[src/lsu_pkg.sv]
/*
 * LSU pipeline-side types for data words, byte offsets, access size,
 * load extension mode and the request bundle presented by the EX stage
 */
package lsu_pkg;

  //////////////////////////////////////////////////
  // widths with a meaning
  //////////////////////////////////////////////////

  typedef logic [31:0] word_t;      // data or address word
  typedef logic [1:0]  byte_off_t;  // byte lane inside a word

  //////////////////////////////////////////////////
  // encodings
  //////////////////////////////////////////////////

  // access size as decoded by the core
  // 2'b11 is not named and decodes as a byte access
  typedef enum logic [1:0] {
    LSU_WORD = 2'b00,
    LSU_HALF = 2'b01,
    LSU_BYTE = 2'b10
  } lsu_type_e;

  // load extension mode
  // 2'b11 is not named and sign extends like SEXT_SIGN
  typedef enum logic [1:0] {
    SEXT_ZERO = 2'b00,  // fill with zeros
    SEXT_SIGN = 2'b01,  // replicate msb of the loaded value
    SEXT_ONES = 2'b10   // fill with ones
  } lsu_sext_e;

  //////////////////////////////////////////////////
  // EX stage request
  //////////////////////////////////////////////////

  typedef struct packed {
    logic      we;          // store when set, load otherwise
    lsu_type_e ltype;       // word, halfword or byte
    lsu_sext_e sext;        // extension for loads
    byte_off_t reg_off;     // where the store data sits in the source register
    word_t     wdata;       // store data, unrotated
    word_t     op_a;        // address base
    word_t     op_b;        // address offset
    logic      use_incr;    // address is a + b instead of a
    logic      misaligned;  // second phase of a split access
  } lsu_req_t;

endpackage

[src/lsu_bus_pkg.sv]
/*
 * LSU memory bus types for byte enables and the request and response bundles
 */
package lsu_bus_pkg;

  import lsu_pkg::*;

  typedef logic [3:0] be_t;  // one enable per byte lane

  //////////////////////////////////////////////////
  // request channel
  //////////////////////////////////////////////////

  // fields hold steady while req is high and gnt is low
  typedef struct packed {
    word_t addr;   // byte address
    logic  we;     // write enable
    be_t   be;     // active byte lanes
    word_t wdata;  // store data already rotated into its lanes
  } bus_req_t;

  //////////////////////////////////////////////////
  // response channel
  //////////////////////////////////////////////////

  // exactly one rvalid per granted request, in request order
  typedef struct packed {
    logic  rvalid;  // rdata valid this cycle
    word_t rdata;   // full read word, all lanes
  } bus_rsp_t;

endpackage

[src/lsu_store_align.sv]
/*
 * LSU EX-stage request path. Forms the address, byte enables and rotated
 * write data, and flags word/halfword accesses that cross a word boundary
 */
`timescale 1ns/1ns

module lsu_store_align import lsu_pkg::*, lsu_bus_pkg::*; (
  input  lsu_req_t  ex_req_i,      // request from EX
  input  logic      ex_valid_i,    // request valid
  output bus_req_t  bus_req_o,     // address phase towards the bus
  output byte_off_t addr_off_o,    // byte offset of the unaligned address
  output logic      misaligned_o   // access needs a second phase
);

  word_t     addr_int;   // effective address before word alignment
  byte_off_t wdata_off;  // rotation of the store data
  be_t       be;
  word_t     wdata_rot;

  // base, or base plus offset
  assign addr_int   = ex_req_i.use_incr ? (ex_req_i.op_a + ex_req_i.op_b) : ex_req_i.op_a;
  assign addr_off_o = addr_int[1:0];

  //////////////////////////////////////////////////
  // byte enables
  //////////////////////////////////////////////////

  always_comb begin
    case (ex_req_i.ltype)
      LSU_WORD: begin
        if (!ex_req_i.misaligned) begin  // first phase covers the upper lanes
          case (addr_int[1:0])
            2'b00:   be = 4'b1111;
            2'b01:   be = 4'b1110;
            2'b10:   be = 4'b1100;
            default: be = 4'b1000;
          endcase
        end else begin                   // second phase covers the low lanes
          case (addr_int[1:0])
            2'b00:   be = 4'b0000;       // aligned words never split
            2'b01:   be = 4'b0001;
            2'b10:   be = 4'b0011;
            default: be = 4'b0111;
          endcase
        end
      end
      LSU_HALF: begin
        if (!ex_req_i.misaligned) begin
          case (addr_int[1:0])
            2'b00:   be = 4'b0011;
            2'b01:   be = 4'b0110;
            2'b10:   be = 4'b1100;
            default: be = 4'b1000;       // lower byte only, upper byte follows
          endcase
        end else begin
          be = 4'b0001;                  // upper byte in lane 0 of next word
        end
      end
      default: be = 4'b0001 << addr_int[1:0];  // byte, one lane
    endcase
  end

  //////////////////////////////////////////////////
  // write data rotation
  //////////////////////////////////////////////////

  // move the data from its register lane to its memory lane
  assign wdata_off = addr_int[1:0] - ex_req_i.reg_off;

  always_comb begin
    case (wdata_off)
      2'b00:   wdata_rot = ex_req_i.wdata;
      2'b01:   wdata_rot = {ex_req_i.wdata[23:0], ex_req_i.wdata[31:24]};
      2'b10:   wdata_rot = {ex_req_i.wdata[15:0], ex_req_i.wdata[31:16]};
      default: wdata_rot = {ex_req_i.wdata[7:0],  ex_req_i.wdata[31:8]};
    endcase
  end

  // second phase always targets the next aligned word
  always_comb begin
    bus_req_o.addr  = ex_req_i.misaligned ? {addr_int[31:2], 2'b00} : addr_int;
    bus_req_o.we    = ex_req_i.we;
    bus_req_o.be    = be;
    bus_req_o.wdata = wdata_rot;
  end

  // split detection, first phase only
  always_comb begin
    misaligned_o = 1'b0;
    if (ex_valid_i && !ex_req_i.misaligned) begin
      case (ex_req_i.ltype)
        LSU_WORD: misaligned_o = (addr_int[1:0] != 2'b00);
        LSU_HALF: misaligned_o = (addr_int[1:0] == 2'b11);
        default:  misaligned_o = 1'b0;  // bytes never cross
      endcase
    end
  end

endmodule

[src/lsu_load_align.sv]
/*
 * LSU WB-stage load path. Keeps the control of the access in flight, joins
 * split words and halfwords, extends the result and holds the last value
 */
`timescale 1ns/1ns

module lsu_load_align import lsu_pkg::*, lsu_bus_pkg::*; (
  input  logic      clk,
  input  logic      rst_n,
  input  logic      ctrl_update_i,  // EX access moves to WB
  input  lsu_req_t  ex_req_i,       // request currently in EX
  input  byte_off_t addr_off_i,     // byte offset of the EX access
  input  logic      misaligned_i,   // EX access is a split first phase
  input  bus_rsp_t  bus_rsp_i,      // read response
  output word_t     ex_rdata_o      // load result
);

  // control of the access waiting for its response
  lsu_type_e type_q;
  lsu_sext_e sext_q;
  byte_off_t off_q;
  logic      we_q;

  word_t       rdata_q;    // raw first word of a split load, else last result
  word_t       rdata_w;    // word after split assembly
  logic [15:0] rdata_h;    // selected halfword
  logic [7:0]  rdata_b;    // selected byte
  word_t       rdata_ext;  // extended result

  // value of the upper fill bits for a given mode
  function automatic logic fill_bit(lsu_sext_e mode, logic msb);
    case (mode)
      SEXT_ZERO: return 1'b0;
      SEXT_ONES: return 1'b1;
      default:   return msb;  // SEXT_SIGN and the unnamed code
    endcase
  endfunction

  always_ff @(posedge clk or negedge rst_n) begin
    if (!rst_n) begin
      type_q <= LSU_WORD;
      sext_q <= SEXT_ZERO;
      off_q  <= '0;
      we_q   <= 1'b0;
    end else if (ctrl_update_i) begin  // granted, wait for rvalid in WB
      type_q <= ex_req_i.ltype;
      sext_q <= ex_req_i.sext;
      off_q  <= addr_off_i;
      we_q   <= ex_req_i.we;
    end
  end

  //////////////////////////////////////////////////
  // lane selection and split assembly
  //////////////////////////////////////////////////

  // low bytes of a split word come from the first response
  always_comb begin
    case (off_q)
      2'b00:   rdata_w = bus_rsp_i.rdata;
      2'b01:   rdata_w = {bus_rsp_i.rdata[7:0],  rdata_q[31:8]};
      2'b10:   rdata_w = {bus_rsp_i.rdata[15:0], rdata_q[31:16]};
      default: rdata_w = {bus_rsp_i.rdata[23:0], rdata_q[31:24]};
    endcase
  end

  always_comb begin
    case (off_q)
      2'b00:   rdata_h = bus_rsp_i.rdata[15:0];
      2'b01:   rdata_h = bus_rsp_i.rdata[23:8];
      2'b10:   rdata_h = bus_rsp_i.rdata[31:16];
      default: rdata_h = {bus_rsp_i.rdata[7:0], rdata_q[31:24]};  // crosses the word
    endcase
  end

  assign rdata_b = bus_rsp_i.rdata[8*off_q +: 8];

  // extension by size and mode
  always_comb begin
    case (type_q)
      LSU_WORD: rdata_ext = rdata_w;
      LSU_HALF: rdata_ext = {{16{fill_bit(sext_q, rdata_h[15])}}, rdata_h};
      default:  rdata_ext = {{24{fill_bit(sext_q, rdata_b[7])}}, rdata_b};
    endcase
  end

  // raw word while a split load is under way, finished value otherwise
  always_ff @(posedge clk or negedge rst_n) begin
    if (!rst_n) begin
      rdata_q <= '0;
    end else if (bus_rsp_i.rvalid && !we_q) begin
      if (misaligned_i || ex_req_i.misaligned) begin
        rdata_q <= bus_rsp_i.rdata;
      end else begin
        rdata_q <= rdata_ext;
      end
    end
  end

  assign ex_rdata_o = bus_rsp_i.rvalid ? rdata_ext : rdata_q;  // live in rvalid cycle

endmodule

[src/lsu_bus_ctrl.sv]
/*
 * LSU bus control. Counts outstanding transactions, gates the bus request
 * and derives the EX/WB handshakes and the busy flag
 */
`timescale 1ns/1ns

module lsu_bus_ctrl #(
  parameter int unsigned DEPTH = 2  // max outstanding transactions
) (
  input  logic clk,
  input  logic rst_n,
  input  logic ex_valid_i,      // EX holds a load or store
  input  logic gnt_i,           // bus grant
  input  logic rvalid_i,        // bus response valid
  output logic data_req_o,      // bus request
  output logic lsu_ready_ex_o,  // EX access may leave
  output logic lsu_ready_wb_o,  // WB slot free or completing
  output logic ctrl_update_o,   // load WB control registers
  output logic busy_o           // transfers in flight or starting
);

  localparam int unsigned CNT_W = $clog2(DEPTH + 1);

  typedef logic [CNT_W-1:0] cnt_t;  // outstanding count, 0..DEPTH

  cnt_t cnt_q;
  cnt_t cnt_d;
  logic accept;  // request and grant in the same cycle

  //////////////////////////////////////////////////
  // request gating
  //////////////////////////////////////////////////

  assign data_req_o = ex_valid_i && (cnt_q < DEPTH);  // no path from rvalid
  assign accept     = data_req_o && gnt_i;

  //////////////////////////////////////////////////
  // handshakes
  //////////////////////////////////////////////////

  // WB is free when empty, or when its response shows up
  assign lsu_ready_wb_o = (cnt_q == '0) ? 1'b1 : rvalid_i;

  // EX readiness
  //   no request      ready
  //   nothing out     on grant
  //   one out         grant and response together
  //   limit reached   EX access is already issued, leave on response
  assign lsu_ready_ex_o = !ex_valid_i          ? 1'b1 :
                          (cnt_q == '0)        ? accept :
                          (cnt_q == cnt_t'(1)) ? (accept && rvalid_i) :
                                                 rvalid_i;

  assign ctrl_update_o = lsu_ready_ex_o && ex_valid_i;

  assign busy_o = (cnt_q != '0) || data_req_o;

  //////////////////////////////////////////////////
  // outstanding counter
  //////////////////////////////////////////////////

  always_comb begin
    case ({accept, rvalid_i})
      2'b10:   cnt_d = cnt_q + cnt_t'(1);  // new one granted
      2'b01:   cnt_d = cnt_q - cnt_t'(1);  // one retired
      default: cnt_d = cnt_q;              // idle, or one in and one out
    endcase
  end

  always_ff @(posedge clk or negedge rst_n) begin
    if (!rst_n) begin
      cnt_q <= '0;
    end else begin
      cnt_q <= cnt_d;
    end
  end

endmodule

[src/lsu_top.sv]
/*
 * LSU top level. Joins the EX request path, the bus control and the WB
 * load path between the pipeline ports and the memory bus
 */
`timescale 1ns/1ns

module lsu_top import lsu_pkg::*, lsu_bus_pkg::*; #(
  parameter int unsigned DEPTH = 2  // max outstanding transactions
) (
  input  logic     clk,
  input  logic     rst_n,

  // pipeline side
  input  lsu_req_t ex_req_i,        // EX request
  input  logic     ex_valid_i,      // EX request valid
  output word_t    ex_rdata_o,      // load result
  output logic     misaligned_o,    // second phase needed
  output logic     lsu_ready_ex_o,
  output logic     lsu_ready_wb_o,
  output logic     busy_o,

  // memory bus
  output logic     data_req_o,
  input  logic     data_gnt_i,
  output bus_req_t bus_req_o,       // address phase
  input  bus_rsp_t bus_rsp_i        // response phase
);

  byte_off_t addr_off;     // unaligned byte offset of the EX access
  logic      ctrl_update;  // EX access hands over to WB

  //////////////////////////////////////////////////
  // EX request path
  //////////////////////////////////////////////////

  lsu_store_align store_align_inst (
    .ex_req_i     (ex_req_i),
    .ex_valid_i   (ex_valid_i),
    .bus_req_o    (bus_req_o),
    .addr_off_o   (addr_off),
    .misaligned_o (misaligned_o)
  );

  //////////////////////////////////////////////////
  // transaction control
  //////////////////////////////////////////////////

  lsu_bus_ctrl #(
    .DEPTH (DEPTH)
  ) bus_ctrl_inst (
    .clk            (clk),
    .rst_n          (rst_n),
    .ex_valid_i     (ex_valid_i),
    .gnt_i          (data_gnt_i),
    .rvalid_i       (bus_rsp_i.rvalid),
    .data_req_o     (data_req_o),
    .lsu_ready_ex_o (lsu_ready_ex_o),
    .lsu_ready_wb_o (lsu_ready_wb_o),
    .ctrl_update_o  (ctrl_update),
    .busy_o         (busy_o)
  );

  // WB load path
  lsu_load_align load_align_inst (
    .clk           (clk),
    .rst_n         (rst_n),
    .ctrl_update_i (ctrl_update),
    .ex_req_i      (ex_req_i),
    .addr_off_i    (addr_off),
    .misaligned_i  (misaligned_o),
    .bus_rsp_i     (bus_rsp_i),
    .ex_rdata_o    (ex_rdata_o)
  );

endmodule

[config.mk]
export PLATFORM = sky130hd
export DESIGN_NAME = lsu_top
export DESIGN_NICKNAME = d
export VERILOG_FILES = /design/src/lsu_pkg.sv /design/src/lsu_bus_pkg.sv /design/src/lsu_store_align.sv /design/src/lsu_load_align.sv /design/src/lsu_bus_ctrl.sv /design/src/lsu_top.sv
export SDC_FILE = /design/constraint.sdc
export NUM_CORES = 1
export LEC_CHECK = 0
export BUFFER_PORTS_ARGS = -buffer_cell sky130_fd_sc_hd__buf_4
export CORE_MARGIN = 1.5
export CORE_UTILIZATION = 34
export CTS_BUF_LIST = sky130_fd_sc_hd__clkbuf_8
export DETAILED_ROUTE_END_ITERATION = 12
export PLACE_DENSITY_LB_ADDON = 0.25
export SYNTH_ARGS = -nofsm -noshare
export SYNTH_HDL_FRONTEND = slang
export SYNTH_SLANG_ARGS = --single-unit
[constraint.sdc]
create_clock -name clk -period 5.52 [get_ports clk]
set_clock_uncertainty 0.1 [all_clocks]
set_input_delay 1.38 -clock clk [delete_from_list [all_inputs] [get_ports clk]]
set_output_delay 1.38 -clock clk [all_outputs]
set_load 0.01 [all_outputs]
[After elaboration in Yosys (flattened, before gate mapping)]
Index checks and enable logic that the tools add are counted.
Storage, ports and cells
  bits in registers: 41
  input port bits: 142
  word-level logic and storage cells: 69
Operators by class
  $add $sub $neg: 4
  $lt $le $gt $ge: 1
  eq/ne operators: 13
  shifts and indexed selects: 2
  mux-type cells: 23
  reduce and logical (&&, ||, !) cells: 20
Operator list (number)
  $pmux W32 S3: 2
  $mux W32: 3
  $pmux W32 S2: 1
  $pmux W16 S3: 1
  $add A32 B32 Y32: 1
  $shiftx A32 B6 Y8: 1
  $pmux W3 S3: 2
  $eq A2 B1 Y1 const B: 7
  $logic_not A2 Y1: 7
  $eq A2 B2 Y1 const B: 6
  $pmux W4 S3: 1
  $mux W4: 2
  $pmux W4 S2: 1
  $logic_and A1 B1 Y1: 6
  $pmux W1 S2: 3
  $reduce_bool A2 Y1: 3
  $mux W1: 5
  $pmux W2 S2: 1
  $shl A1 B2 Y4 const A: 1
  $add A2 B1 Y2 const B: 1
  $logic_not A1 Y1: 2
  $logic_or A1 B1 Y1: 2
  $lt A2 B2 Y1 const B: 1
  $mux W2: 1
  2 further kinds: 2

[Depth between registers and ports, before layout]
Gate-level depths: netlist (run 1).
  depth in word-level cells: 8
  depth in mapped cells: 14
  mapped depth without buffers: 13

[Cells and area by module]
A second synthesis (run 1) with hierarchy kept.
Second synthesis, totals
  cells, all modules: 879
  area, all modules: 6989.2 um2
Modules (own cells, without submodules)
  lsu_load_align: instances 1, cells an instance 464, area an instance 3787.4 um2
  lsu_store_align: instances 1, cells an instance 394, area an instance 3024.2 um2
  lsu_bus_ctrl: instances 1, cells an instance 21, area an instance 177.7 um2

[Least setup slack after synthesis (run 1)]
OpenSTA, ideal clock, no wires.
  kind: in2out
  start point: input ex_req_i[2] in the netlist's numbering
  end point: output bus_req_o[13] in the netlist's numbering
  arrival time: 3.458 ns
  data required time: 4.040 ns
  setup slack: 0.582 ns
  stages: 8
  path through: ha_1 > mux2i_1 > ha_1 > xnor2_1 > xor2_2 > buf_4 > mux2i_1 > mux2i_1
RTL lines
  start: declaration: line lsu_top.sv:14  | input lsu_req_t ex_req_i,
  end: declaration: line lsu_top.sv:25  | output bus_req_t bus_req_o,

==> results.py, run 1 <==
metrics = {
    "run_status": {
        "status": "finished, final reports clean",
    },
    "die": {
        "dieHeight_um": 150.5,
        "die_width_um": 150.5,
        "row_count": 53,
        "dieArea_mm2": 0.02265,
        "core_region_area_mm2": 0.02115,
        "ioPinCount": 248,
        "initial_utilization_pct": 34.96,
    },
    "worst_setup_path": {
        "total_number_of_cells_along_the_worst_setup_path": 11,
        "timing.critical_path.arrival_ns": 3.81,
        "regToRegEndpoint": "load_align_inst.rdata_q[14]",
        "most_common_cell_type_on_the_critical_path": "sky130_fd_sc_hd__buf_4",
        "rrSetupSlack_ns": 2.80,
        "worst_setup_path_end_kind": "output port",
        "crit_type": "primary input to output port",
        "regToRegStartpoint": "load_align_inst.off_q[1]",
        "cp.required_ns": 4.04,
        "critPathLaunchType": "primary input",
        "cpLargestDelayFamily": "simple AND/OR/NAND/NOR gates",
        "timing.critical_path.slowest_stage_cell": "sky130_fd_sc_hd__a2111o_1",
        "critical_path.cell_chain": "buf_4 -> ha_1 -> inv_1 -> fa_1 -> nor2b_1 -> o2111ai_2 -> a2111o_1 -> nand4_1 -> nor3_1 -> or3b_1 -> buf_4",
        "timing.critical_path.buf_inv": 3,
        "critical_path_peak_fanout": 5,
        "worst-r2r-cell-count": 7,
        "cp_slowest_stage_delay_ns": 0.50,
    },
    "clock_network": {
        "hold_buffers_post_cts": 0,
        "total_cts_buffers": 5,
        "clkSinkCount": 41,
        "clock_tree.buffer_depth": 2,
        "post_cts_resize_count": 0,
        "tritoncts": "built",
        "clock-root-buffer": "sky130_fd_sc_hd__clkbuf_8",
        "post-cts-setup-buffers": 0,
        "source_to_sink_clock_delay_at_the_later_pin_of_the_worst_skew_pair_ns": 0.31,
        "ctsHtreeMaxLevel": 2,
        "path_clk_slew_ns": 0.08,
    },
    "power": {
        "clkPwrFrac_pct": 7.4,
        "static-leakage-power_nw": 4.346,
        "fin_total_pwr_mw": 3.597,
        "seqPwrFrac_pct": 18.2,
        "switching_share_pct": 48.97,
        "combinational_power_share_pct": 74.4,
        "switching_power_mw": 1.762,
        "power_per_unit_of_standard_cell_area_mw_per_mm2": 378.5,
        "internal_power_mw": 1.835,
        "max-vdd-ir-drop_v": 0.0001854,
    },
    "synth": {
        "synth_top_cells_by_count": "110 x sky130_fd_sc_hd__o21ai_0, 93 x sky130_fd_sc_hd__a21oi_1, 85 x sky130_fd_sc_hd__mux2i_1",
        "post_synth_instance_area_mm2": 0.007396,
        "syn-mean-instance-area_um2": 7.578,
        "ys_async_sr_fraction_pct": 100.0,
        "yosys.area.top_type": "sky130_fd_sc_hd__dfrtp_1",
        "synth.area.top_cells": "sky130_fd_sc_hd__dfrtp_1 14%, sky130_fd_sc_hd__mux2i_1 12%, sky130_fd_sc_hd__o21ai_0 7.4%",
        "yosysUniqueCellTypes": 74,
        "synth_top_flop_cell": "sky130_fd_sc_hd__dfrtp_1",
        "synth.most_common_cell": "sky130_fd_sc_hd__o21ai_0",
        "syn_nets": 1161,
        "synth_enable_flop_cells": 0,
        "netlist_instances": 976,
        "synth_seq_area_share_pct": 13.87,
        "ys_ff_latch": 41,
        "count_of_synthesis_stage_warnings_from_yosys": 0,
        "synth_top_area_share_pct": 13.87,
    },
    "routing": {
        "routedWlPerCell_um": 17.71,
        "via_count": 8289,
        "vias_per_cell": 5.748,
        "drt-initial-drc-count": 553,
        "count_of_unresolved_drc_violations_after_routing": 0,
        "postRouteAntennaNets": 0,
        "first_pass_drt_iterations": 5,
        "routed_wire_length_um": 25550,
    },
    "cells_and_area": {
        "final.fill_count": 2140,
        "final-instance-count-excl-fill": 1442,
        "combined_area_of_the_multi_input_logic_cells_mm2": 0.005947,
        "finalNetCount": 1351,
        "area.sequential_mm2": 0.001027,
        "drive_above_1_share_pct": 28.79,
        "area_growth_syn_to_fin_pct": 28.49,
        "num_antenna_cells": 0,
    },
    "timing": {
        "final.hold.worst_slack_ns": 0.3865,
        "timing.final.crit_period_ns": 5.291,
        "finalHoldViolations": 0,
        "rsz_0062_raised_after_global_routing": "no",
        "worst_slew_margin_rel_pct": 33.15,
        "number_of_max_slew_violations_in_the_final_report": 0,
        "timing.final.ws_setup_ns": 0.2294,
        "fin_crit_sh_pct": 95.84,
        "sum_neg_setup_slack_ns": 0,
        "finalSetupViolations": 0,
        "achievable-frequency_ghz": 0.1890,
        "worst_slew_pin_slew_ns": 0.9982,
    },
    "placement": {
        "io_buffers": 247,
        "detailed_place_hpwl_um": 20020,
        "globalplace.congestion": 0.9006,
        "place_worst_setup_slack_ns": 0.2577,
        "dpl.cell_count": 1434,
    },
    "grt": {
        "initial_antenna_violation_count": 0,
        "global_route.usage.met2_pct": 38.35,
        "first_global_vias": 7915,
        "grt_busiest_layer": "met2",
        "grt_pass1_wl_um": 40260,
        "gr-total-overflow": 0,
        "grtUsageTotal_pct": 22.04,
        "largest_net_degree_at_the_start_of_global_routing": 71,
        "met1_use_gr_pct": 27.87,
        "use_met3_pct": 3.848,
    },
    "hold_path": {
        "holdPathEnd": "load_align_inst.rdata_q[7]",
        "hold_path.class": "flop to flop",
        "min_path_cells": 1,
        "worstHoldStart": "load_align_inst.rdata_q[7]",
    },
    "run": {
        "max-cap-violations": 0,
    },
}
[registers in the layout, indices dropped and copies added (netlist names)]
signal	flops
load_align_inst.we_q	1
load_align_inst.sext_q	2
load_align_inst.rdata_q	32
load_align_inst.type_q	2
load_align_inst.off_q	2
bus_ctrl_inst.cnt_q	2
[area by class of cell]
class | instances | area share (%)
timing repair buffer | 264 | 20.86
multi-input combinational | 832 | 62.58
clock buffer | 6 | 0.8690
tap | 275 | 3.621
inverter | 22 | 0.8690
sequential | 41 | 10.81
clock inverter | 2 | 0.3950
[kinds of logic (layout without fill, tap and decap cells)]
kind of cell               after synthesis  after routing  synth area share (%)
buffers and inverters                  103            294                 5.853
xor gates and xnor gates                18             18                 2.335
DFF                                     41             41                 13.87
muxes                                  125            125                 19.27
AOI/OAI and AO/OA                      401            401                 35.26
and+or+nand+nor                        245            245                 16.04
adders and majority gates               43             43                 7.376
[power by group through the flow]
stage	registers (mW)	clock network, mW	logic, mW
6_report	0.654	0.266	2.68
5_1_grt	0.685	0.290	2.95
4_1_cts	0.653	0.274	2.68
3_5_place_dp	0.660	0	2.66
3_3_place_gp	0.655	0	2.65
2_1_floorplan	0.549	0	1.90
[worst reg2reg max path: stages, from the launching register on]
cell and delay, ns:
sky130_fd_sc_hd__dfrtp_2 0.76, sky130_fd_sc_hd__buf_4 0.57, sky130_fd_sc_hd__mux2_2 0.41, sky130_fd_sc_hd__o22ai_1 0.13, sky130_fd_sc_hd__a2bb2oi_1 0.28, sky130_fd_sc_hd__o211ai_1 0.13
sky130_fd_sc_hd__o21ai_0 0.09, sky130_fd_sc_hd__o21ai_0 0.09
[metal layers]
metal / part of all wire (%) / vias to the layer above
met5: 0 / -
met4: 2.4 / 0
met3: 6.7 / 35
met1: 42 / 3877
met2: 48 / 301
li1: - / 4076
[how the worst max path moves through the flow]
stage                      start       endpoint  slack [ns]
global placement    ex_req_i[34]  bus_req_o[65]        0.22
detailed placement  ex_req_i[34]  bus_req_o[65]        0.26
floorplan            ex_req_i[2]  bus_req_o[13]        0.58
CTS                 ex_req_i[34]  bus_req_o[65]        0.23
global route        ex_req_i[34]  bus_req_o[65]        0.06
finish              ex_req_i[34]  bus_req_o[65]        0.23
[per-stage QoR]
step / instance area, µm² / utilization [%]
final: 9503 / 44.92
after global routing: 9503 / 44.92
after CTS: 9503 / 44.92
after detailed placement: 9383 / 44.35
after global placement: 9383 / 44.35
after floorplan: 7396 / -
[placed cells by master (no fill, tap or decap), drive strengths merged, types with 9 or more instances in the layout]
cell / Yosys / routed
nand3: 13 / 13
o21ai: 113 / 113
o2bb2ai: 9 / 9
nand2: 77 / 77
nor2: 67 / 67
nand4: 14 / 14
a21oi: 94 / 94
mux4: 11 / 11
ha: 42 / 42
o21a: 14 / 14
xnor2: 10 / 10
nand2b: 15 / 15
o31ai: 9 / 9
inv: 22 / 22
dfrtp: 41 / 41
o22ai: 11 / 11
buf: 30 / 264
o211ai: 25 / 25
mux2i: 85 / 85
mux2: 29 / 29
nor2b: 15 / 15
a21o: 30 / 30
a211oi: 32 / 32
nor3: 9 / 9
Power figures use the tool's default switching activity.
==> run 2, diff against run 1 <==
--- a/config.mk
+++ b/config.mk
@@ -6,11 +6,12 @@
 export NUM_CORES = 1
 export LEC_CHECK = 0
 export BUFFER_PORTS_ARGS = -buffer_cell sky130_fd_sc_hd__buf_4
+export CORE_ASPECT_RATIO = 1.75
 export CORE_MARGIN = 1.5
 export CORE_UTILIZATION = 34
 export CTS_BUF_LIST = sky130_fd_sc_hd__clkbuf_8
 export DETAILED_ROUTE_END_ITERATION = 12
-export PLACE_DENSITY_LB_ADDON = 0.25
+export PLACE_DENSITY_LB_ADDON = 0.12
 export SYNTH_ARGS = -nofsm -noshare
 export SYNTH_HDL_FRONTEND = slang
 export SYNTH_SLANG_ARGS = --single-unit
==> results.py, run 2 (synthesis gave the netlist of run 1 again) <==
metrics = {
    "cells_and_area": {
        "layout_common_cells": "268 x sky130_fd_sc_hd__buf_4, 110 x sky130_fd_sc_hd__o21ai_0, 93 x sky130_fd_sc_hd__a21oi_1",
        "largest_register": "load_align_inst.rdata_q",
        "finalNetCount": 1356,
        "num_antenna_cells": 0,
        "drive_above_1_share_pct": 29.10,
        "largest_register_ff_count": 32,
        "area_growth_syn_to_fin_pct": 29.69,
        "final_core_util_pct": 44.80,
        "layout.cells.most_common": "sky130_fd_sc_hd__buf_4",
        "final-instance-count-excl-fill": 1464,
    },
    "clock_network": {
        "post-cts-setup-buffers": 0,
        "ctsHtreeMaxLevel": 2,
        "path_clk_slew_ns": 0.10,
        "post_cts_resize_count": 0,
        "total_cts_buffers": 5,
        "clock_tree.buffer_depth": 2,
        "clkSinkCount": 41,
        "hold_buffers_post_cts": 0,
        "tritoncts": "built",
        "clock-root-buffer": "sky130_fd_sc_hd__clkbuf_8",
        "source_to_sink_clock_delay_at_the_later_pin_of_the_worst_skew_pair_ns": 0.33,
    },
    "worst_setup_path": {
        "regToRegEndpoint": "load_align_inst.rdata_q[14]",
        "worst_setup_path_end_kind": "output port",
        "worst-r2r-cell-count": 8,
        "critical_path_peak_fanout": 9,
        "rrSetupSlack_ns": 2.82,
        "timing.critical_path.buf_inv": 4,
        "crit_type": "primary input to output port",
        "timing.critical_path.arrival_ns": 3.78,
        "cp.required_ns": 4.04,
        "timing.critical_path.slowest_stage_cell": "sky130_fd_sc_hd__xnor2_2",
        "cp_slowest_stage_delay_ns": 0.62,
        "critPathLaunchType": "primary input",
        "cpLargestDelayFamily": "XOR/XNOR gates",
        "regToRegStartpoint": "load_align_inst.off_q[0]",
        "critical_path.cell_chain": "buf_4 -> ha_1 -> mux2i_1 -> buf_4 -> ha_1 -> xnor2_1 -> xnor2_2 -> buf_12 -> mux2i_1 -> mux2i_1 -> buf_4",
    },
    "placement": {
        "dpl.cell_count": 1456,
        "detailed_place_hpwl_um": 23290,
        "io_buffers": 247,
        "globalplace.congestion": 0.8988,
    },
    "timing": {
        "number_of_max_slew_violations_in_the_final_report": 0,
        "achievable-frequency_ghz": 0.1902,
        "worst_slew_pin_slew_ns": 1.123,
        "rsz_0062_raised_after_global_routing": "no",
        "timing.final.crit_period_ns": 5.258,
        "finalSetupViolations": 0,
        "fin_crit_sh_pct": 95.26,
        "finalHoldViolations": 0,
        "sum_neg_setup_slack_ns": 0,
        "worst_slew_margin_rel_pct": 24.79,
    },
    "grt": {
        "grtUsageTotal_pct": 25.42,
        "first_global_vias": 8574,
        "largest_net_degree_at_the_start_of_global_routing": 71,
        "gr-total-overflow": 0,
        "initial_antenna_violation_count": 0,
        "grt_pass1_wl_um": 45150,
    },
    "routing": {
        "first_pass_drt_iterations": 4,
        "count_of_unresolved_drc_violations_after_routing": 0,
        "postRouteAntennaNets": 0,
        "routedWlPerCell_um": 20.21,
        "vias_per_cell": 5.814,
        "routed_wire_length_um": 29590,
        "via_count": 8511,
        "drt-initial-drc-count": 409,
    },
    "hold_path": {
        "holdPathEnd": "load_align_inst.rdata_q[6]",
        "min_path_cells": 2,
        "worstHoldStart": "load_align_inst.rdata_q[6]",
        "hold_path.class": "flop to flop",
    },
    "power": {
        "internal_power_mw": 1.892,
        "seqPwrFrac_pct": 16.8,
        "switching_share_pct": 50.32,
        "clkPwrFrac_pct": 8.6,
        "combinational_power_share_pct": 74.6,
        "power_per_unit_of_standard_cell_area_mw_per_mm2": 397.1,
        "static-leakage-power_nw": 4.387,
        "max-vdd-ir-drop_v": 0.0002054,
        "switching_power_mw": 1.916,
    },
    "run_status": {
        "status": "finished, final reports clean",
    },
    "die": {
        "die_width_um": 114.5,
        "initial_utilization_pct": 34.55,
        "ioPinCount": 248,
        "core_region_area_mm2": 0.02141,
        "dieHeight_um": 198.1,
        "dieArea_mm2": 0.02268,
        "row_count": 71,
    },
    "run": {
        "max-cap-violations": 0,
    },
}
## run 2: cell types whose count changed in the layout (fill, tap and decap cells not counted)
cell and change:
sky130_fd_sc_hd__clkbuf_8 -1, sky130_fd_sc_hd__inv_6 +1, sky130_fd_sc_hd__buf_12 +1, sky130_fd_sc_hd__clkinvlp_4 -1, sky130_fd_sc_hd__buf_4 +4, sky130_fd_sc_hd__bufinv_16 +1
## run 2: final cells by class
class                           instances  area [µm²]
Timing Repair Buffer                  269        2032
Clock inverter                          3       68.82
Sequential cell                        41        1027
Fill cell                            2247       11820
Multi-Input combinational cell        832        5947
Tap cell                              292       365.4
Inverter                               22       82.58
Clock buffer                            5       68.82
## run 2: per-stage QoR
step	setup WS, ns	power (mW)	area (µm²)	hold slack, ns
2_1_floorplan	0.5824	2.446	7396	0.3503
3_3_place_gp	0.2162	3.457	9454	0.3647
3_5_place_dp	0.2296	3.470	9454	0.3707
4_1_cts	0.2085	3.808	9592	0.3936
5_1_grt	0.07837	4.096	9592	0.4154
6_report	0.2615	3.809	9592	0.3960
## run 2: worst max-delay path by stage
stage	cells past startpoint	slack [ns]	from	endpoint
floorplan	8	0.58	ex_req_i[2]	bus_req_o[13]
CTS	11	0.21	ex_req_i[2]	bus_req_o[4]
global placement	11	0.22	ex_req_i[2]	bus_req_o[4]
finish	11	0.26	ex_req_i[2]	bus_req_o[4]
detailed placement	11	0.23	ex_req_i[2]	bus_req_o[4]
global route	11	0.08	ex_req_i[2]	bus_req_o[4]
## run 2: worst register-to-register path: stages (launching register included)
cell	delay, ns
sky130_fd_sc_hd__dfrtp_1	0.34
sky130_fd_sc_hd__buf_4	0.29
sky130_fd_sc_hd__buf_4	0.39
sky130_fd_sc_hd__nand2b_1	0.46
sky130_fd_sc_hd__o22ai_1	0.35
sky130_fd_sc_hd__a2bb2oi_1	0.23
sky130_fd_sc_hd__o211ai_1	0.11
sky130_fd_sc_hd__o21ai_0	0.16
sky130_fd_sc_hd__o21ai_0	0.11
## run 2: power by group through the flow
stage               registers [mW]  logic, mW  clock network [mW]
floorplan                    0.549       1.90                   0
global placement             0.641       2.82                   0
detailed placement           0.644       2.83                   0
CTS                          0.637       2.84               0.331
global route                 0.660       3.10               0.336
finish                       0.640       2.84               0.326
## run 2: layer usage
metal | vias to the layer above | track usage (%) | share of wire (%)
li1 | 4091 | - | -
met1 | 4046 | 24.46 | 35
met2 | 293 | 50.12 | 55
met3 | 81 | 3.459 | 4.6
met4 | 0 | 14.54 | 5.5
met5 | - | 0 | 0
==> run 3, diff against run 2 <==
--- a/config.mk
+++ b/config.mk
@@ -5,10 +5,11 @@
 export SDC_FILE = /design/constraint.sdc
 export NUM_CORES = 1
 export LEC_CHECK = 0
+export ABC_AREA = 1
 export BUFFER_PORTS_ARGS = -buffer_cell sky130_fd_sc_hd__buf_4
 export CORE_ASPECT_RATIO = 1.75
 export CORE_MARGIN = 1.5
-export CORE_UTILIZATION = 34
+export CORE_UTILIZATION = 54
 export CTS_BUF_LIST = sky130_fd_sc_hd__clkbuf_8
 export DETAILED_ROUTE_END_ITERATION = 12
 export PLACE_DENSITY_LB_ADDON = 0.12
==> constraint.sdc (replaced) <==
create_clock -name clk -period 5.98 [get_ports clk]
set_clock_uncertainty 0.1 [all_clocks]
set_input_delay 1.495 -clock clk [delete_from_list [all_inputs] [get_ports clk]]
set_output_delay 1.495 -clock clk [all_outputs]
set_load 0.01 [all_outputs]
==> results.py, run 3 <==
metrics = {
    "run_status": {
        "status": "finished, final reports clean",
    },
    "cells_and_area": {
        "layout_common_cells": "624 x sky130_fd_sc_hd__nand2_1, 260 x sky130_fd_sc_hd__buf_4, 200 x sky130_fd_sc_hd__inv_1",
        "finalNetCount": 1890,
        "largest_register_ff_count": 32,
        "area.sequential_mm2": 0.001026,
        "combined_area_of_the_multi_input_logic_cells_mm2": 0.005729,
        "largest_register": "load_align_inst.rdata_q",
        "final.fill_count": 1439,
        "drive_above_1_share_pct": 16.88,
        "area_growth_syn_to_fin_pct": 25.67,
        "layout.cells.most_common": "sky130_fd_sc_hd__nand2_1",
        "final_std_cell_area_no_fill_mm2": 0.009856,
    },
    "synth": {
        "syn_nets": 1688,
        "netlist_instances": 1503,
        "synth.most_common_cell": "sky130_fd_sc_hd__nand2_1",
        "count_of_synthesis_stage_warnings_from_yosys": 0,
        "yosys.area.top_type": "sky130_fd_sc_hd__nand2_1",
        "synth_seq_area_share_pct": 13.08,
        "synth_top_area_share_pct": 29.87,
        "yosysUniqueCellTypes": 41,
        "synth_top_cells_by_count": "624 x sky130_fd_sc_hd__nand2_1, 200 x sky130_fd_sc_hd__inv_1, 107 x sky130_fd_sc_hd__o21ai_0",
        "ys_ff_latch": 41,
        "syn-mean-instance-area_um2": 5.218,
        "synth.area.top_cells": "sky130_fd_sc_hd__nand2_1 30%, sky130_fd_sc_hd__dfrtp_1 13%, sky130_fd_sc_hd__inv_1 9.6%",
        "ys_async_sr_fraction_pct": 100.0,
        "synth_enable_flop_cells": 0,
        "synth_top_flop_cell": "sky130_fd_sc_hd__dfrtp_1",
        "post_synth_instance_area_mm2": 0.007843,
    },
    "worst_setup_path": {
        "worst_setup_path_endpoint": "bus_req_o[4]",
        "crit_type": "primary input to output port",
        "critPathLaunchType": "primary input",
        "worst-r2r-cell-count": 11,
        "critical_path_peak_fanout": 19,
        "regToRegEndpoint": "load_align_inst.rdata_q[28]",
        "rrSetupSlack_ns": 2.95,
        "timing.critical_path.arrival_ns": 4.12,
        "regToRegStartpoint": "load_align_inst.off_q[0]",
        "worst_setup_path_end_kind": "output port",
        "cp.required_ns": 4.39,
        "crit_path_start": "ex_req_i[2]",
    },
    "routing": {
        "drt-initial-drc-count": 784,
        "routedWlPerCell_um": 17.84,
        "routed_wire_length_um": 33680,
        "via_count": 11070,
        "postRouteAntennaNets": 0,
        "first_pass_drt_iterations": 6,
        "count_of_unresolved_drc_violations_after_routing": 0,
        "vias_per_cell": 5.864,
    },
    "timing": {
        "finalSetupViolations": 0,
        "worst_slew_margin_rel_pct": 43.13,
        "number_of_max_slew_violations_in_the_final_report": 0,
        "rsz_0062_raised_after_global_routing": "no",
        "fin_crit_sh_pct": 95.62,
        "achievable-frequency_ghz": 0.1749,
        "sum_neg_setup_slack_ns": 0,
        "final.hold.worst_slack_ns": 0.4223,
        "finalHoldViolations": 0,
        "timing.final.crit_period_ns": 5.718,
        "worst_slew_pin_slew_ns": 0.8478,
    },
    "grt": {
        "initial_antenna_violation_count": 2,
        "grt_pass1_wl_um": 52070,
        "first_global_vias": 10480,
        "largest_net_degree_at_the_start_of_global_routing": 57,
        "gr-total-overflow": 0,
        "grtUsageTotal_pct": 44.68,
    },
    "placement": {
        "globalplace.congestion": 1.046,
        "place_area_mm2": 0.009713,
        "detailed_place_hpwl_um": 25340,
        "io_buffers": 247,
    },
    "power": {
        "static-leakage-power_nw": 5.589,
        "max-vdd-ir-drop_v": 0.0001564,
        "power_per_unit_of_standard_cell_area_mw_per_mm2": 355.3,
        "fin_total_pwr_mw": 3.501,
    },
    "clock_network": {
        "clkSinkCount": 41,
        "ctsHtreeMaxLevel": 2,
        "post_cts_resize_count": 0,
        "clock-root-buffer": "sky130_fd_sc_hd__clkbuf_8",
        "hold_buffers_post_cts": 0,
        "path_clk_slew_ns": 0.09,
        "tritoncts": "built",
        "total_cts_buffers": 5,
        "post-cts-setup-buffers": 0,
        "clock_tree.buffer_depth": 2,
        "source_to_sink_clock_delay_at_the_later_pin_of_the_worst_skew_pair_ns": 0.35,
    },
    "run": {
        "max-cap-violations": 0,
    },
    "die": {
        "core_region_area_mm2": 0.01430,
        "row_count": 58,
        "dieHeight_um": 162.4,
        "die_width_um": 94.10,
        "ioPinCount": 248,
        "initial_utilization_pct": 54.86,
        "dieArea_mm2": 0.01528,
    },
    "hold_path": {
        "hold_path.class": "flop to flop",
    },
}
-- run 3: changes by cell type in the layout (fill, tap and decap cells not counted), sizes merged, moves of 29 or more --
| cell | change |
|---|---|
| o2111ai | +31 |
| nand2 | +549 |
| a211oi | -32 |
| nand3 | +84 |
| a21o | -29 |
| mux2i | -85 |
| inv | +184 |
-- run 3: kinds of logic (layout without fill, tap and decap cells) --
kind of cell	after synthesis	in the layout	synth area share (%)
buffers and inverters	273	476	13.90
DFF	41	41	13.08
AOI/OAI and AO/OA	285	285	20.88
muxes	2	2	0.2872
and+or+nand+nor	843	843	43.11
other	0	2	0
adders and majority gates	43	43	6.956
xor gates and xnor gates	16	16	1.787
-- run 3: area by class of cell --
cell class                      count  share of cell area [%]
Multi-Input combinational cell   1189                   58.13
Antenna cell                        2                 0.05078
Clock inverter                      3                  0.6982
Clock buffer                        5                  0.6982
Sequential cell                    41                   10.41
Inverter                          208                   7.922
Tap cell                          180                   2.285
Timing Repair Buffer              260                   19.80
-- run 3: worst min-delay path by stage --
stage                                      startpoint                     endpoint  cells past startpoint
after floorplan           load_align_inst.rdata_q[24]  load_align_inst.rdata_q[24]                      2
after global placement    load_align_inst.rdata_q[25]  load_align_inst.rdata_q[25]                      2
after detailed placement   load_align_inst.rdata_q[8]   load_align_inst.rdata_q[8]                      2
after CTS                  load_align_inst.rdata_q[8]   load_align_inst.rdata_q[8]                      2
after global routing      load_align_inst.rdata_q[27]  load_align_inst.rdata_q[27]                      2
final                     load_align_inst.rdata_q[25]  load_align_inst.rdata_q[25]                      2
-- run 3: routing by layer --
metal | global-route usage, % | wire length (µm) | vias to the layer above
met5 | 2.083 | 0 | -
met4 | 39.69 | 3642 | 0
met3 | 14.66 | 3239 | 262
met2 | 75.92 | 16250 | 666
met1 | 41.54 | 10540 | 4900
li1 | - | - | 5243
-- run 3: through the flow --
stage                     setup slack, ns  utilization, %  cells
after CTS                          0.3014           68.90   1886
after global routing              0.04061           68.92   1887
after global placement             0.3214           67.94   1878
after detailed placement           0.3030           67.94   1878
after floorplan                    0.9802               -   1503
final                              0.2617           68.94   1888
-- run 3: critical path, stage by stage --
cell,delay [ns]
sky130_fd_sc_hd__buf_4,0.11
sky130_fd_sc_hd__ha_1,0.21
sky130_fd_sc_hd__inv_1,0.09
sky130_fd_sc_hd__fa_1,0.41
sky130_fd_sc_hd__o21ai_1,0.36
sky130_fd_sc_hd__inv_2,0.12
sky130_fd_sc_hd__nand2_1,0.08
sky130_fd_sc_hd__nand2_1,0.11
sky130_fd_sc_hd__nand2_1,0.40
sky130_fd_sc_hd__inv_2,0.27
sky130_fd_sc_hd__nand2_1,0.13
sky130_fd_sc_hd__o2111ai_1,0.15
sky130_fd_sc_hd__buf_4,0.18
-- run 3: power by group --
part / internal, mW / leakage [nW] / switching [mW] / total (mW)
Combinational: 0.974 / 5.02 / 1.65 / 2.62
Sequential: 0.413 / 0.499 / 0.169 / 0.582
Clock: 0.168 / 0.0688 / 0.130 / 0.298
